===== src/audio_defines.svh =====
`ifndef AUDIO_DEFINES_SVH
`define AUDIO_DEFINES_SVH

// Sample widths on both sides of the serial link
`define AUDIO_SAMPLE_W 16    // One codec sample
`define AUDIO_FIR_W 32       // Filter output word

// Clock division, counted in system clock cycles
`define AUDIO_BCLK_HALF 8    // Bit clock half period

// Left/right half period.
// Must be an even multiple of AUDIO_BCLK_HALF so that LRCLK moves on a BCLK fall
`define AUDIO_LRCLK_HALF 512

// 512 / 8 gives 32 bit-clock periods per half frame,
// which leaves room for one 16-bit sample plus the I2S delay bit

`endif


===== src/audio_pkg.sv =====
package audio_pkg;

  `include "audio_defines.svh"

  // Codec sample as seen on the ADC and DAC lines
  typedef logic [`AUDIO_SAMPLE_W-1:0] sample_t;

  // Word delivered by the filter, upper bits carry the sample
  typedef logic [`AUDIO_FIR_W-1:0] fir_word_t;

  // Configuration register map
  typedef enum logic [1:0] {
    REG_CTRL  = 2'd0,  // Bit 0 mute, bit 1 loopback
    REG_COUNT = 2'd1   // Received sample counter, read only
  } reg_addr_e;

  // Bit positions inside REG_CTRL
  localparam int unsigned CTRL_MUTE_BIT     = 0;
  localparam int unsigned CTRL_LOOPBACK_BIT = 1;

endpackage


===== src/i2s_clock_gen.sv =====
`timescale 1ns/1ps

`include "audio_defines.svh"

module i2s_clock_gen (
  input  logic clk_i,
  input  logic rst_ni,
  output logic ac_mclk,
  output logic ac_bclk,
  output logic ac_lrclk,
  output logic lrclk,
  output logic bclk_rise,
  output logic bclk_fall,
  output logic lrclk_rise,
  output logic lrclk_fall
);

  localparam int unsigned BCLK_CNT_W  = $clog2(`AUDIO_BCLK_HALF);
  localparam int unsigned LRCLK_CNT_W = $clog2(`AUDIO_LRCLK_HALF);

  localparam logic [BCLK_CNT_W-1:0]  BCLK_RELOAD  = BCLK_CNT_W'(`AUDIO_BCLK_HALF - 1);
  localparam logic [LRCLK_CNT_W-1:0] LRCLK_RELOAD = LRCLK_CNT_W'(`AUDIO_LRCLK_HALF - 1);

  logic [BCLK_CNT_W-1:0]  bclk_cnt;
  logic [LRCLK_CNT_W-1:0] lrclk_cnt;
  logic                   bclk_q;
  logic                   lrclk_q;

  // Master clock runs at half the system clock
  always_ff @(posedge clk_i or negedge rst_ni) begin
    if (!rst_ni) ac_mclk <= 1'b0;
    else         ac_mclk <= ~ac_mclk;
  end

  // Bit clock divider
  always_ff @(posedge clk_i or negedge rst_ni) begin
    if (!rst_ni) begin
      bclk_cnt <= BCLK_RELOAD;
      bclk_q   <= 1'b0;
    end else if (bclk_cnt == '0) begin
      bclk_cnt <= BCLK_RELOAD;
      bclk_q   <= ~bclk_q;
    end else begin
      bclk_cnt <= bclk_cnt - 1'b1;
    end
  end

  // Left/right divider, starts together with the bit clock divider
  always_ff @(posedge clk_i or negedge rst_ni) begin
    if (!rst_ni) begin
      lrclk_cnt <= LRCLK_RELOAD;
      lrclk_q   <= 1'b0;
    end else if (lrclk_cnt == '0) begin
      lrclk_cnt <= LRCLK_RELOAD;
      lrclk_q   <= ~lrclk_q;
    end else begin
      lrclk_cnt <= lrclk_cnt - 1'b1;
    end
  end

  // Strobes fire one cycle ahead of the clock edge they announce
  assign bclk_rise  = (bclk_cnt == '0) && !bclk_q;
  assign bclk_fall  = (bclk_cnt == '0) && bclk_q;
  assign lrclk_rise = (lrclk_cnt == '0) && !lrclk_q;
  assign lrclk_fall = (lrclk_cnt == '0) && lrclk_q;

  assign ac_bclk  = bclk_q;
  assign ac_lrclk = lrclk_q;
  assign lrclk    = lrclk_q;  // Level copy for channel tagging

endmodule


===== src/i2s_receiver.sv =====
`timescale 1ns/1ps

`include "audio_defines.svh"

module i2s_receiver (
  input  logic               clk_i,
  input  logic               rst_ni,
  input  logic               ac_adc_sdata,
  input  logic               lrclk,
  input  logic               bclk_rise,
  input  logic               lrclk_rise,
  input  logic               lrclk_fall,
  output audio_pkg::sample_t rx_data,
  output logic               rx_valid,
  output logic               rx_right
);

  import audio_pkg::*;

  // Count value seen on the rise that follows the last data bit
  localparam logic [4:0] CAPTURE_CNT = 5'(`AUDIO_SAMPLE_W + 1);

  logic [4:0] rise_cnt;
  sample_t    shift_q;
  logic       in_window;

  // Rise 1 carries the I2S delay slot, data follows on the next 16 rises
  assign in_window = (rise_cnt != '0) && (rise_cnt <= 5'(`AUDIO_SAMPLE_W));

  // Rise counter saturates, so nothing is captured before the first frame edge
  always_ff @(posedge clk_i or negedge rst_ni) begin
    if (!rst_ni) begin
      rise_cnt <= '1;
    end else if (lrclk_rise || lrclk_fall) begin
      rise_cnt <= '0;
    end else if (bclk_rise && (rise_cnt != '1)) begin
      rise_cnt <= rise_cnt + 1'b1;
    end
  end

  always_ff @(posedge clk_i or negedge rst_ni) begin
    if (!rst_ni) begin
      shift_q <= '0;
    end else if (lrclk_rise || lrclk_fall) begin
      shift_q <= '0;
    end else if (bclk_rise && in_window) begin
      shift_q <= {shift_q[`AUDIO_SAMPLE_W-2:0], ac_adc_sdata};  // MSB first
    end
  end

  // Hand the finished word over together with its channel
  always_ff @(posedge clk_i or negedge rst_ni) begin
    if (!rst_ni) begin
      rx_data  <= '0;
      rx_valid <= 1'b0;
      rx_right <= 1'b0;
    end else begin
      rx_valid <= 1'b0;
      if (bclk_rise && (rise_cnt == CAPTURE_CNT)) begin
        rx_data  <= shift_q;
        rx_valid <= 1'b1;
        rx_right <= lrclk;  // High level marks the right channel
      end
    end
  end

endmodule


===== src/i2s_transmitter.sv =====
`timescale 1ns/1ps

`include "audio_defines.svh"

module i2s_transmitter (
  input  logic                 clk_i,
  input  logic                 rst_ni,
  input  audio_pkg::fir_word_t tx_data,
  input  logic                 tx_valid,
  input  audio_pkg::sample_t   rx_data,
  input  logic                 mute,
  input  logic                 loopback,
  input  logic                 bclk_fall,
  input  logic                 lrclk_rise,
  input  logic                 lrclk_fall,
  output logic                 ac_dac_sdata
);

  import audio_pkg::*;

  localparam int unsigned PAD_W = `AUDIO_FIR_W - `AUDIO_SAMPLE_W;

  logic                 pending;
  fir_word_t            held_word;
  logic                 lr_edge;
  logic [`AUDIO_FIR_W:0] shift_q;  // Extra MSB is the I2S delay bit

  assign lr_edge = lrclk_rise || lrclk_fall;

  // Keep the latest filter word until the next half frame takes it
  always_ff @(posedge clk_i or negedge rst_ni) begin
    if (!rst_ni) begin
      pending   <= 1'b0;
      held_word <= '0;
    end else begin
      if (lr_edge && !mute && !loopback) pending <= 1'b0;  // Consumed by the shifter
      if (tx_valid) begin
        pending   <= 1'b1;
        held_word <= tx_data;
      end
    end
  end

  // Load at the half frame boundary and shift on each later bit clock fall
  always_ff @(posedge clk_i or negedge rst_ni) begin
    if (!rst_ni) begin
      shift_q <= '0;
    end else if (lr_edge) begin
      if (mute) begin
        shift_q <= '0;
      end else if (loopback) begin
        shift_q <= {1'b0, rx_data, {PAD_W{1'b0}}};
      end else if (pending) begin
        shift_q <= {1'b0, held_word};
      end
      // Nothing new to send so the old contents stay in place
    end else if (bclk_fall) begin
      shift_q <= {shift_q[`AUDIO_FIR_W-1:0], 1'b0};
    end
  end

  assign ac_dac_sdata = shift_q[`AUDIO_FIR_W];

endmodule


===== src/audio_ctrl_regs.sv =====
`timescale 1ns/1ps

module audio_ctrl_regs (
  input  logic                 clk_i,
  input  logic                 rst_ni,
  input  logic                 cfg_we,
  input  audio_pkg::reg_addr_e cfg_addr,
  input  logic [7:0]           cfg_wdata,
  input  logic                 rx_valid,
  output logic [7:0]           cfg_rdata,
  output logic                 mute,
  output logic                 loopback
);

  import audio_pkg::*;

  logic [1:0] ctrl_q;
  logic [7:0] sample_cnt;

  // Control register, the only writable location
  always_ff @(posedge clk_i or negedge rst_ni) begin
    if (!rst_ni) begin
      ctrl_q <= '0;
    end else if (cfg_we && (cfg_addr == REG_CTRL)) begin
      ctrl_q <= cfg_wdata[1:0];
    end
  end

  // Received samples, wraps at 256
  always_ff @(posedge clk_i or negedge rst_ni) begin
    if (!rst_ni) begin
      sample_cnt <= '0;
    end else if (rx_valid) begin
      sample_cnt <= sample_cnt + 8'd1;
    end
  end

  assign mute     = ctrl_q[CTRL_MUTE_BIT];
  assign loopback = ctrl_q[CTRL_LOOPBACK_BIT];

  // Read path is combinational
  always_comb begin
    cfg_rdata = '0;
    case (cfg_addr)
      REG_CTRL:  cfg_rdata = {6'b0, ctrl_q};
      REG_COUNT: cfg_rdata = sample_cnt;
      default:   cfg_rdata = '0;  // Unmapped addresses read zero
    endcase
  end

endmodule


===== src/i2s_codec_top.sv =====
`timescale 1ns/1ps

module i2s_codec_top (
  input  logic                 clk_i,
  input  logic                 rst_ni,
  // Codec side
  output logic                 ac_mclk,
  output logic                 ac_bclk,
  output logic                 ac_lrclk,
  input  logic                 ac_adc_sdata,
  output logic                 ac_dac_sdata,
  // Hardware side
  input  audio_pkg::fir_word_t tx_data,
  input  logic                 tx_valid,
  output audio_pkg::sample_t   rx_data,
  output logic                 rx_valid,
  output logic                 rx_right,
  // Configuration
  input  logic                 cfg_we,
  input  audio_pkg::reg_addr_e cfg_addr,
  input  logic [7:0]           cfg_wdata,
  output logic [7:0]           cfg_rdata
);

  logic lrclk;
  logic bclk_rise;
  logic bclk_fall;
  logic lrclk_rise;
  logic lrclk_fall;
  logic mute;
  logic loopback;

  i2s_clock_gen clock_gen_i (
    .clk_i, .rst_ni,
    .ac_mclk, .ac_bclk, .ac_lrclk,
    .lrclk,
    .bclk_rise, .bclk_fall,
    .lrclk_rise, .lrclk_fall
  );

  i2s_receiver receiver_i (
    .clk_i, .rst_ni,
    .ac_adc_sdata,
    .lrclk, .bclk_rise, .lrclk_rise, .lrclk_fall,
    .rx_data, .rx_valid, .rx_right
  );

  // Loopback source is the last received sample
  i2s_transmitter transmitter_i (
    .clk_i, .rst_ni,
    .tx_data, .tx_valid,
    .rx_data,
    .mute, .loopback,
    .bclk_fall, .lrclk_rise, .lrclk_fall,
    .ac_dac_sdata
  );

  audio_ctrl_regs ctrl_regs_i (
    .clk_i, .rst_ni,
    .cfg_we, .cfg_addr, .cfg_wdata,
    .rx_valid,
    .cfg_rdata, .mute, .loopback
  );

endmodule


===== config.mk =====
export PLATFORM = sky130hd
export DESIGN_NAME = i2s_codec_top
export DESIGN_NICKNAME = d
export VERILOG_FILES = /design/src/audio_pkg.sv /design/src/i2s_clock_gen.sv /design/src/i2s_receiver.sv /design/src/i2s_transmitter.sv /design/src/audio_ctrl_regs.sv /design/src/i2s_codec_top.sv
export VERILOG_INCLUDE_DIRS = /design/src /design/src/src
export SDC_FILE = /design/constraint.sdc
export NUM_CORES = 1
export LEC_CHECK = 0
export ABC_AREA = 1
export BUFFER_PORTS_ARGS = -buffer_cell sky130_fd_sc_hd__clkbuf_2
export CORE_MARGIN = 2
export CORE_UTILIZATION = 40
export DETAILED_ROUTE_END_ITERATION = 7
export GPL_ROUTABILITY_DRIVEN = 0
export GPL_TIMING_DRIVEN = 0
export PLACE_DENSITY = 0.67
export SYNTH_ARGS = -nofsm -noshare
export SYNTH_HDL_FRONTEND = slang
export SYNTH_SLANG_ARGS = --single-unit

===== constraint.sdc =====
create_clock -name clk_i -period 2.89 [get_ports clk_i]
set_clock_uncertainty 0.1 [all_clocks]
set_input_delay 0.4335 -clock clk_i [delete_from_list [all_inputs] [get_ports clk_i]]
set_output_delay 0.4335 -clock clk_i [all_outputs]
set_load 0.02 [all_outputs]

==> out/summary.txt, run 1 <==
CRITICAL PATH
-------------------------------------------------------------------------------------
Crit-path max FO                                                                   10
Startpoint type of the worst setup path                                          flop
Required time of the critical path                                            2.36 ns
Reg2Reg Launch Point                                                     clock_gen_i.lrclk_cnt[0]
FF-to-FF setup slack                                                          0.89 ns
Critical setup path kind                                                   reg -> out
Reg-to-Reg End                                                           transmitter_i.shift_q[14]
CP arrival                                                                    1.80 ns
Endpoint type of the worst setup path                                    primary output
Depth of the worst register-to-register path                                        9

CLOCKING
-------------------------------------------------------------------------------------
Number of levels in the clock H-tree                                                4
Gates resized, CTS repair                                                           0
Clock sink count                                                                  130
Number of clock buffers inserted by TritonCTS                                      17
Number of buffers inserted to repair setup after CTS                                0
CTS tree                                                                          yes
Clk slew on worst S/H paths                                                   0.06 ns
Clock root buffer                                                        sky130_fd_sc_hd__clkbuf_16
Number of buffers on the longest clock path                                         2
Clock Latency Late Sink                                                       0.41 ns

YOSYS
-------------------------------------------------------------------------------------
Dominant cell type by area after synthesis                               sky130_fd_sc_hd__dfrtp_1
Post-Synthesis Net Count                                                          845
Avg Inst Size Synth                                                          7.84 µm²
Sequential-to-total area share from yosys stat                                  52.8%
Yosys Warn Count                                                                    0
Synth unique cells                                                                 28
Post-synthesis register bit count                                                 130
Netlist area before placement                                                6200 µm²
Largest cells by area after synthesis                                    sky130_fd_sc_hd__dfrtp_1 (46%), sky130_fd_sc_hd__nand2_1 (19%), sky130_fd_sc_hd__dfstp_2 (7.2%)
Number of standard cells after synthesis                                          790
Share of Yosys cell area claimed by the top area cell type                      45.6%

WORST HOLD PATH
-------------------------------------------------------------------------------------
Worst min-delay path category                                               in -> reg
Hold Crit Depth                                                                     3
Endpoint, Worst Hold                                                     transmitter_i.held_word[26]
Min-delay src                                                             tx_data[26]

GLOBAL ROUTE
-------------------------------------------------------------------------------------
Initial antenna violation count                                                     0
Global-route wire length before repair                                        24.2 mm
Largest net degree at the start of global routing                                 104
Global-route usage over all layers                                              18.7%
Vias in the first global route                                                   4978
Sum of overflow across all layers after global routing                              0

PLACE
-------------------------------------------------------------------------------------
Inst Count DP                                                                    1049
DPL Wire Length                                                               10.2 mm
Placed inst area                                                             6820 µm²
Number of buffers inserted by port buffering                                       70

TIMING
-------------------------------------------------------------------------------------
Setup repair after global routing missed its margin                             false
Crit share post-route                                                           80.6%
Max-slew headroom                                                               65.5%
Minimum period implied by the final worst setup slack                         2.33 ns
Slew at the pin closest to its max-slew limit                                0.518 ns
Tightest hold margin                                                         0.123 ns
Final number of hold-violating endpoints                                            0
Max-slew violation count                                                            0
Number of failing setup endpoints in the final timing report                        0
Highest clock rate                                                          0.429 GHz

DIE
-------------------------------------------------------------------------------------
Site row count                                                                     45
Die H                                                                          128 µm
Effective utilization at floorplan                                              40.9%
Die area                                                                    16500 µm²
I/O Pins                                                                           77
Core area                                                                   15100 µm²
Die W                                                                          128 µm

ROUTE
-------------------------------------------------------------------------------------
Number of remaining DRC errors                                                      0
Remaining antenna violation count                                                   0
Average detailed-routed wire length per instance                              13.4 µm
Routed wire length                                                            14.5 mm
Iteration-0 DRC count of the detailed router                                      273
Via-per-instance ratio                                                           4.86
Via count                                                                        5256
Count of TritonRoute iterations in the first routing pass                           5

FINISH
-------------------------------------------------------------------------------------
Most frequent standard cell in the layout excluding fill and tap cells   sky130_fd_sc_hd__nand2_1
Total Nets Final                                                                  936
Antenna diode count                                                                 0
Layout-stage area growth over the synthesis result                              21.0%
Highest-count cells in the layout ignoring fill and taps                 sky130_fd_sc_hd__nand2_1 (320), sky130_fd_sc_hd__dfrtp_1 (113), sky130_fd_sc_hd__nand3_1 (74), sky130_fd_sc_hd__clkbuf_2 (69), sky130_fd_sc_hd__inv_1 (66)
Non-Filler Instances                                                             1082
Ratio of cells with drive above 1 in the final layout                           17.4%
Final design area excluding fillers                                          7500 µm²

POWER AND IR DROP
-------------------------------------------------------------------------------------
Pwr dens                                                                   612 nW/µm²
Maximum vdd ir drop                                                            416 µV
Total leakage power                                                           4.03 nW

RUN
-------------------------------------------------------------------------------------
Total of max-cap violations                                                         0

OUTCOME
-------------------------------------------------------------------------------------
Status                                                                   finished clean

critical path: stages, from the launching register on:
cell and delay [ns]:
sky130_fd_sc_hd__dfrtp_1 0.31, sky130_fd_sc_hd__clkbuf_1 0.29, sky130_fd_sc_hd__buf_2 0.30, sky130_fd_sc_hd__inv_1 0.14, sky130_fd_sc_hd__o22ai_1 0.15, sky130_fd_sc_hd__clkbuf_2 0.19
final cells by class:
cell class                 count  area, µm²
fill                        1456       7650
sequential                   130       3270
multi-input combinational    547       2460
clock buffer                  21        460
timing repair buffer          72        397
inverter                      71        267
tap                          188        235
clock inverter                11        208
buffer                        42        196
flip-flops by register name, summed over array words and instances, names as in the netlist, 2 cells and up:
signal / count
transmitter_i.shift_q: 33
ctrl_regs_i.sample_cnt: 8
receiver_i.rise_cnt: 5
clock_gen_i.bclk_cnt: 3
transmitter_i.held_word: 32
clock_gen_i.lrclk_cnt: 9
ctrl_regs_i.ctrl_q: 2
receiver_i.rx_data: 16
receiver_i.shift_q: 16
Yosys cell counts:
library cell and instances:
sky130_fd_sc_hd__nand2_4 2, sky130_fd_sc_hd__inv_2 4, sky130_fd_sc_hd__nand3_1 74, sky130_fd_sc_hd__nand2_2 3, sky130_fd_sc_hd__o21ai_0 35, sky130_fd_sc_hd__buf_2 19, sky130_fd_sc_hd__clkbuf_1 19, sky130_fd_sc_hd__nand4_2 1
sky130_fd_sc_hd__dfstp_2 17, sky130_fd_sc_hd__nor2_2 2, sky130_fd_sc_hd__nor2_1 37, sky130_fd_sc_hd__inv_1 66, sky130_fd_sc_hd__xor2_1 12, sky130_fd_sc_hd__nand2_1 320, sky130_fd_sc_hd__o211ai_1 1, sky130_fd_sc_hd__o21ai_1 6
sky130_fd_sc_hd__nor3_1 17, sky130_fd_sc_hd__nand4_1 1, sky130_fd_sc_hd__nor2_4 1, sky130_fd_sc_hd__ha_1 8, sky130_fd_sc_hd__clkinv_1 1, sky130_fd_sc_hd__xnor2_1 1, sky130_fd_sc_hd__a21oi_1 22, sky130_fd_sc_hd__nand4_4 1
sky130_fd_sc_hd__nand3_2 1, sky130_fd_sc_hd__o22ai_1 2, sky130_fd_sc_hd__buf_4 4, sky130_fd_sc_hd__dfrtp_1 113
timing repair:
item                                    in CTS  in global routing
endpoints found under the hold margin       13                  0
endpoints found under the setup margin       0                  0
hold buffers                                 1                  0
layer usage:
layer  wire (µm)  GRT usage [%]
met2        7060           30.4
met4         168           5.49
met1        6590           24.8
met5           0              0
met3         687           4.91
cell families (layout without fill, tap and decap cells):
| kind of cell | after synthesis | in the layout | share of synthesized area [%] |
|---|---|---|---|
| buffers and inverters | 113 | 217 | 7.47 |
| and+or+nand+nor | 460 | 460 | 30.8 |
| xor gates and xnor gates | 13 | 13 | 1.84 |
| AOI/OAI and AO/OA | 66 | 66 | 5.41 |
| adders and majority gates | 8 | 8 | 1.62 |
| DFF | 130 | 130 | 52.8 |
through the flow:
step | utilization (%) | TNS, ns | setup WS [ns] | power [mW]
3_5_place_dp | 45.0 | 0 | 0.882 | 2.18
6_report | 49.5 | 0 | 0.560 | 4.58
4_1_cts | 49.5 | 0 | 0.544 | 4.63
3_3_place_gp | 44.8 | -94.58 | -0.850 | 2.17
2_1_floorplan | - | 0 | 1.21 | 2.05
5_1_grt | 49.5 | 0 | 0.452 | 4.75
report_power, final:
part | switching (mW) | internal (mW) | leakage [nW] | total [mW]
combinational | 0.183 | 0.0763 | 2.04 | 0.259
sequential | 0.0183 | 1.87 | 1.67 | 1.89
clock | 0.781 | 1.66 | 0.327 | 2.44
total | 0.982 | 3.60 | 4.03 | 4.58
worst max-delay path by stage:
stage | to | cells past startpoint | slack (ns) | from
finish | cfg_rdata[0] | 5 | 0.56 | ctrl_regs_i.ctrl_q[0]
global route | cfg_rdata[0] | 5 | 0.45 | ctrl_regs_i.ctrl_q[0]
CTS | cfg_rdata[0] | 5 | 0.54 | ctrl_regs_i.ctrl_q[0]
detailed placement | transmitter_i.pending | 10 | 0.88 | clock_gen_i.lrclk_cnt[0]
global placement | receiver_i.shift_q[8] | 1 | -0.85 | rst_ni
floorplan | receiver_i.rx_data[12] | 7 | 1.21 | clock_gen_i.bclk_cnt[0]
Power figures use the tool's default switching activity.
==> inputs of run 2 (changes only) <==
--- a/config.mk
+++ b/config.mk
@@ -13,7 +13,7 @@
 export DETAILED_ROUTE_END_ITERATION = 7
 export GPL_ROUTABILITY_DRIVEN = 0
 export GPL_TIMING_DRIVEN = 0
-export PLACE_DENSITY = 0.67
+export PLACE_DENSITY = 0.69
 export SYNTH_ARGS = -nofsm -noshare
 export SYNTH_HDL_FRONTEND = slang
 export SYNTH_SLANG_ARGS = --single-unit
==> constraint.sdc (replaced) <==
create_clock -name clk_i -period 1.9 [get_ports clk_i]
set_clock_uncertainty 0.1 [all_clocks]
set_input_delay 0.285 -clock clk_i [delete_from_list [all_inputs] [get_ports clk_i]]
set_output_delay 0.285 -clock clk_i [all_outputs]
set_load 0.02 [all_outputs]
==> run 2 against run 1 <==
Compared with the run above: worst setup slack worse by 0.51 ns; worst hold slack worse by 0.12 ns; register-to-register slack worse by 0.78 ns; clock power is 32% higher; routed wire length is 5.3% higher; combinational power is 76% higher; die area stayed put; critical path type unchanged.
==> out/summary.txt, run 2 (synthesis gave the netlist of run 1 again) <==
FINISH
-------------------------------------------------------------------------------------
Storage cell area                                                            3280 µm²
Highest-count cells in the layout ignoring fill and taps                 sky130_fd_sc_hd__nand2_1 (318), sky130_fd_sc_hd__dfrtp_1 (112), sky130_fd_sc_hd__nand3_1 (74), sky130_fd_sc_hd__clkbuf_2 (70), sky130_fd_sc_hd__inv_1 (64)
Total of fill cells in the finished design                                       1432
Top flop regs                                                            transmitter_i.shift_q: 33 flops, transmitter_i.held_word: 32 flops
Area of combinational cells with multiple inputs                             2540 µm²
Most frequent standard cell in the layout excluding fill and tap cells   sky130_fd_sc_hd__nand2_1
Ratio of cells with drive above 1 in the final layout                           19.1%
Flip-flop count of the largest register after layout                               33
Share of the core filled with cells                                             52.1%
Biggest register                                                         transmitter_i.shift_q
Layout-stage area growth over the synthesis result                              27.4%
Total Nets Final                                                                  977
Final design area excluding fillers                                          7900 µm²

TIMING
-------------------------------------------------------------------------------------
Minimum period implied by the final worst setup slack                         1.85 ns
Setup repair after global routing missed its margin                              true
Max-slew violation count                                                            0
Number of failing setup endpoints in the final timing report                        0
Max-slew headroom                                                               62.0%
Slew at the pin closest to its max-slew limit                                0.570 ns
Highest clock rate                                                          0.540 GHz
Final number of hold-violating endpoints                                            0
Crit share post-route                                                           97.4%

RUN
-------------------------------------------------------------------------------------
Total of max-cap violations                                                         0

GLOBAL ROUTE
-------------------------------------------------------------------------------------
Initial antenna violation count                                                     0
Vias in the first global route                                                   5282
Global-route usage over all layers                                              19.4%
Largest net degree at the start of global routing                                 111
Global-route wire length before repair                                        24.9 mm
Sum of overflow across all layers after global routing                              0

WORST HOLD PATH
-------------------------------------------------------------------------------------
Worst min-delay path category                                               in -> reg
Min-delay src                                                              tx_data[2]

ROUTE
-------------------------------------------------------------------------------------
Via-per-instance ratio                                                           4.87
Number of remaining DRC errors                                                      0
Remaining antenna violation count                                                   0
Iteration-0 DRC count of the detailed router                                      352
Average detailed-routed wire length per instance                              13.6 µm
Routed wire length                                                            15.3 mm
Via count                                                                        5475
Count of TritonRoute iterations in the first routing pass                           5

DIE
-------------------------------------------------------------------------------------
Die area                                                                    16500 µm²
Effective utilization at floorplan                                              40.9%
Die W                                                                          128 µm
I/O Pins                                                                           77
Core area                                                                   15100 µm²
Site row count                                                                     45
Die H                                                                          128 µm

POWER AND IR DROP
-------------------------------------------------------------------------------------
Maximum vdd ir drop                                                            676 µV
Pwr dens                                                                   829 nW/µm²
Total leakage power                                                           4.18 nW

CRITICAL PATH
-------------------------------------------------------------------------------------
Crit-path max FO                                                                   10
Required time of the critical path                                            1.51 ns
Critical path origin                                                     ctrl_regs_i.ctrl_q[1]
Endpoint type of the worst setup path                                    primary output
CP arrival                                                                    1.47 ns
Startpoint type of the worst setup path                                          flop
Reg2Reg Launch Point                                                     clock_gen_i.lrclk_cnt[1]
Critical setup path kind                                                   reg -> out

PLACE
-------------------------------------------------------------------------------------
DPL Wire Length                                                               10.1 mm
Placed inst area                                                             6820 µm²
Number of buffers inserted by port buffering                                       70

CLOCKING
-------------------------------------------------------------------------------------
Number of buffers on the longest clock path                                         2
Clk slew on worst S/H paths                                                   0.06 ns
Clock root buffer                                                        sky130_fd_sc_hd__clkbuf_16
Clock sink count                                                                  130
Clock Latency Late Sink                                                       0.43 ns
CTS tree                                                                          yes
Number of clock buffers inserted by TritonCTS                                      17
Number of levels in the clock H-tree                                                4

OUTCOME
-------------------------------------------------------------------------------------
Status                                                                   finished clean

[run 2: changes by cell type in the layout (fill, tap and decap cells not counted), moves of 3 or more]
| cell | before | now |
|---|---|---|
| sky130_fd_sc_hd__clkbuf_1 | 21 | 15 |
| sky130_fd_sc_hd__bufinv_16 | 6 | 2 |
| sky130_fd_sc_hd__buf_4 | 4 | 15 |
| sky130_fd_sc_hd__clkinvlp_4 | 1 | 4 |
| sky130_fd_sc_hd__buf_2 | 19 | 16 |
| sky130_fd_sc_hd__dlygate4sd3_1 | 1 | 33 |
[run 2: report_power, final]
part | internal (mW) | leakage (nW) | total [mW] | switching, mW
Sequential | 2.84 | 1.67 | 2.87 | 0.0292
Clock | 1.96 | 0.275 | 3.22 | 1.26
Combinational | 0.166 | 2.23 | 0.455 | 0.289
[run 2: final timing paths]
kind / endpoint / slack (ns) / depth (start not counted)
worst min-delay path: transmitter_i.held_word[2] / 0.006 / 3
worst max-delay path: cfg_rdata[1] / 0.05 / 5
worst max register to register: transmitter_i.shift_q[5] / 0.11 / 10
min in group asynchronous: clock_gen_i.ac_mclk / 0.17 / 2
worst min register to register: clock_gen_i.ac_mclk / 0.32 / 1
max in group asynchronous: receiver_i.rx_data[3] / 0.74 / 3
[run 2: stage by stage]
step	TNS, ns	power (mW)	hold WS [ns]	worst slack, ns	std cells
final	0	6.55	0.00600	0.0490	1124
after global routing	-0.00689	6.79	0.00647	-0.00689	1123
after CTS	-0.00765	6.59	0.000412	-0.00765	1114
after detailed placement	-1.93	3.31	0.0630	-0.0827	1049
after global placement	-204.29	3.30	0.304	-1.69	1048
after floorplan	0	3.12	-0.111	0.222	790
[run 2: per-layer routing]
metal / track usage [%] / vias to the layer above / part of all wire (%)
met5: 0 / - / 0
met1: 24.9 / 2591 / 46
met4: 9.11 / 0 / 2.3
li1: - / 2730 / -
met3: 4.03 / 26 / 4.1
met2: 31.8 / 128 / 48
[run 2: cell type report]
type,instances,share of cell area (%)
multi-input combinational,549,32.2
timing repair buffer,112,9.84
buffer,41,2.74
clock buffer,19,5.61
sequential,130,41.5
clock inverter,13,1.73
antenna,1,0.0317
tap,188,2.98
inverter,71,3.38
[run 2: worst max-delay path, cell delays in order, from the launching register on]
cell	delay, ns
sky130_fd_sc_hd__dfrtp_1	0.31
sky130_fd_sc_hd__buf_2	0.17
sky130_fd_sc_hd__inv_1	0.07
sky130_fd_sc_hd__buf_4	0.18
sky130_fd_sc_hd__o22ai_1	0.12
sky130_fd_sc_hd__buf_2	0.18
[run 2: timing repair]
action / 4_1_cts / 5_1_grt
gates cloned: 1 / 2
setup buffers: 0 / 7
hold buffers: 33 / 0
endpoints found under the hold margin: 52 / 0
pin swaps: 1 / 5
gates resized for setup: 13 / 18
endpoints found under the setup margin: 65 / 72
==> inputs of run 3 (changes only) <==
--- a/config.mk
+++ b/config.mk
@@ -13,7 +13,7 @@
 export DETAILED_ROUTE_END_ITERATION = 7
 export GPL_ROUTABILITY_DRIVEN = 0
 export GPL_TIMING_DRIVEN = 0
-export PLACE_DENSITY = 0.69
+export PLACE_DENSITY = 0.67
 export SYNTH_ARGS = -nofsm -noshare
 export SYNTH_HDL_FRONTEND = slang
 export SYNTH_SLANG_ARGS = --single-unit
==> constraint.sdc (replaced) <==
create_clock -name clk_i -period 2.05 [get_ports clk_i]
set_clock_uncertainty 0.1 [all_clocks]
set_input_delay 0.3075 -clock clk_i [delete_from_list [all_inputs] [get_ports clk_i]]
set_output_delay 0.3075 -clock clk_i [all_outputs]
set_load 0.02 [all_outputs]
==> run 3 against run 2 <==
Compared with the run above: register-to-register slack improved by 0.04 ns; critical path depth did not move; die area did not move; utilization fell by 1.7 points; worst hold slack improved by 0.0081 ns; count of clock-buffer cells in the layout rose by 2.
==> out/summary.txt, run 3 (synthesis gave the netlist of run 1 again) <==
POWER AND IR DROP
-------------------------------------------------------------------------------------
Pwr dens                                                                   849 nW/µm²
Total leakage power                                                           4.09 nW
Total design power                                                            6.48 mW
Maximum vdd ir drop                                                            588 µV

ROUTE
-------------------------------------------------------------------------------------
Number of remaining DRC errors                                                      0
Count of TritonRoute iterations in the first routing pass                           5
Remaining antenna violation count                                                   0
Average detailed-routed wire length per instance                              13.3 µm
Via count                                                                        5242
Routed wire length                                                            14.6 mm
Iteration-0 DRC count of the detailed router                                      280
Via-per-instance ratio                                                           4.80

FINISH
-------------------------------------------------------------------------------------
Non-Filler Instances                                                             1093
Flip-flop count of the largest register after layout                               33
Antenna diode count                                                                 0
Total of fill cells in the finished design                                       1443
Total Nets Final                                                                  947
Biggest register                                                         transmitter_i.shift_q
Highest-count cells in the layout ignoring fill and taps                 sky130_fd_sc_hd__nand2_1 (320), sky130_fd_sc_hd__dfrtp_1 (112), sky130_fd_sc_hd__nand3_1 (74), sky130_fd_sc_hd__clkbuf_2 (73), sky130_fd_sc_hd__inv_1 (66)
Top flop regs                                                            transmitter_i.shift_q: 33 flops, transmitter_i.held_word: 32 flops
Most frequent standard cell in the layout excluding fill and tap cells   sky130_fd_sc_hd__nand2_1
Ratio of cells with drive above 1 in the final layout                           17.9%
Layout-stage area growth over the synthesis result                              23.2%
Final design area excluding fillers                                          7630 µm²

TIMING
-------------------------------------------------------------------------------------
Tightest hold margin                                                        0.0141 ns
Crit share post-route                                                           94.6%
Max-slew headroom                                                               63.2%
Highest clock rate                                                          0.516 GHz
Minimum period implied by the final worst setup slack                         1.94 ns
Final number of hold-violating endpoints                                            0
Max-slew violation count                                                            0
Slew at the pin closest to its max-slew limit                                0.552 ns
Setup repair after global routing missed its margin                             false
Number of failing setup endpoints in the final timing report                        0

CRITICAL PATH
-------------------------------------------------------------------------------------
Startpoint type of the worst setup path                                          flop
Critical setup path kind                                                   reg -> out
Reg2Reg Launch Point                                                     clock_gen_i.lrclk_cnt[0]
Required time of the critical path                                            1.64 ns
Crit-path max FO                                                                   10
Endpoint type of the worst setup path                                    primary output
CP arrival                                                                    1.53 ns
Depth of the worst register-to-register path                                        9
FF-to-FF setup slack                                                          0.15 ns
Reg-to-Reg End                                                           transmitter_i.shift_q[14]

CLOCKING
-------------------------------------------------------------------------------------
Clock sink count                                                                  130
Number of buffers inserted to repair setup after CTS                                0
Clk slew on worst S/H paths                                                   0.05 ns
Clock Latency Late Sink                                                       0.41 ns
Number of clock buffers inserted by TritonCTS                                      17
Clock root buffer                                                        sky130_fd_sc_hd__clkbuf_16
Number of buffers on the longest clock path                                         2
Number of levels in the clock H-tree                                                4
CTS tree                                                                          yes

DIE
-------------------------------------------------------------------------------------
Effective utilization at floorplan                                              40.9%
Die W                                                                          128 µm
Die H                                                                          128 µm
Core area                                                                   15100 µm²
Die area                                                                    16500 µm²
I/O Pins                                                                           77
Site row count                                                                     45

PLACE
-------------------------------------------------------------------------------------
Placed inst area                                                             6820 µm²
Inst Count DP                                                                    1049
Number of buffers inserted by port buffering                                       70
DPL Wire Length                                                               10.2 mm

GLOBAL ROUTE
-------------------------------------------------------------------------------------
Global-route wire length before repair                                        24.4 mm
Vias in the first global route                                                   5017
Sum of overflow across all layers after global routing                              0
Initial antenna violation count                                                     0
Largest net degree at the start of global routing                                 104
Global-route usage over all layers                                              18.9%

WORST HOLD PATH
-------------------------------------------------------------------------------------
Min-delay src                                                              tx_data[8]
Endpoint, Worst Hold                                                     transmitter_i.held_word[8]
Hold Crit Depth                                                                     3
Worst min-delay path category                                               in -> reg

OUTCOME
-------------------------------------------------------------------------------------
Status                                                                   finished clean

RUN
-------------------------------------------------------------------------------------
Total of max-cap violations                                                         0

## run 3: cell types whose count changed in the layout (fill, tap and decap cells not counted), sizes merged
| cell | before | now |
|---|---|---|
| inv | 71 | 70 |
| buf | 33 | 23 |
| clkbuf | 106 | 110 |
| bufinv | 2 | 6 |
| nand2 | 326 | 325 |
| clkinvlp | 4 | 1 |
| dlygate4sd3 | 33 | 13 |
| clkinv | 7 | 5 |
| nand3 | 76 | 75 |
| diode | 1 | 0 |
## run 3: worst max path at each step
stage,startpoint,end,cells past startpoint
floorplan,clock_gen_i.bclk_cnt[0],receiver_i.rx_data[12],7
global placement,rst_ni,receiver_i.shift_q[8],1
detailed placement,clock_gen_i.lrclk_cnt[0],transmitter_i.pending,10
CTS,clock_gen_i.lrclk_cnt[0],transmitter_i.pending,10
global route,clock_gen_i.lrclk_cnt[0],transmitter_i.shift_q[23],10
finish,ctrl_regs_i.ctrl_q[1],cfg_rdata[1],5
## run 3: stage by stage
step                TNS [ns]  utilization [%]  worst slack, ns
detailed placement         0             45.0           0.0419
finish                     0             50.4            0.111
global route               0             50.4          0.00703
CTS                        0             50.3           0.0254
floorplan                  0                -            0.372
global placement     -186.85             44.8            -1.56
## run 3: layout make-up
type	count	area, µm²	area share [%]
Clock buffer	21	460	6.03
Buffer	41	203	2.65
Multi-Input combinational cell	547	2470	32.4
Clock inverter	11	208	2.72
Timing Repair Buffer	84	517	6.77
Sequential cell	130	3280	42.9
Inverter	71	267	3.49
Tap cell	188	235	3.08
## run 3: per-layer routing
metal	wire length, µm	global-route usage [%]
met5	0	0
met3	659	4.91
met1	6620	24.9
met4	180	5.49
met2	7120	30.8
## run 3: critical path: stages (launching register included)
cell,delay (ns)
sky130_fd_sc_hd__dfrtp_1,0.35
sky130_fd_sc_hd__buf_2,0.16
sky130_fd_sc_hd__inv_1,0.07
sky130_fd_sc_hd__buf_2,0.25
sky130_fd_sc_hd__o22ai_1,0.12
sky130_fd_sc_hd__clkbuf_2,0.17
## run 3: timing repair
item / in CTS / in global routing
hold buffers: 13 / 0
setup endpoints to repair: 1 / 67
resized for setup: 1 / 12
hold endpoints to repair: 39 / 0
## run 3: power by group
part / leakage (nW) / internal (mW) / switching [mW]
Sequential: 1.67 / 2.64 / 0.0330
Clock: 0.327 / 2.34 / 1.10
Combinational: 2.10 / 0.123 / 0.252
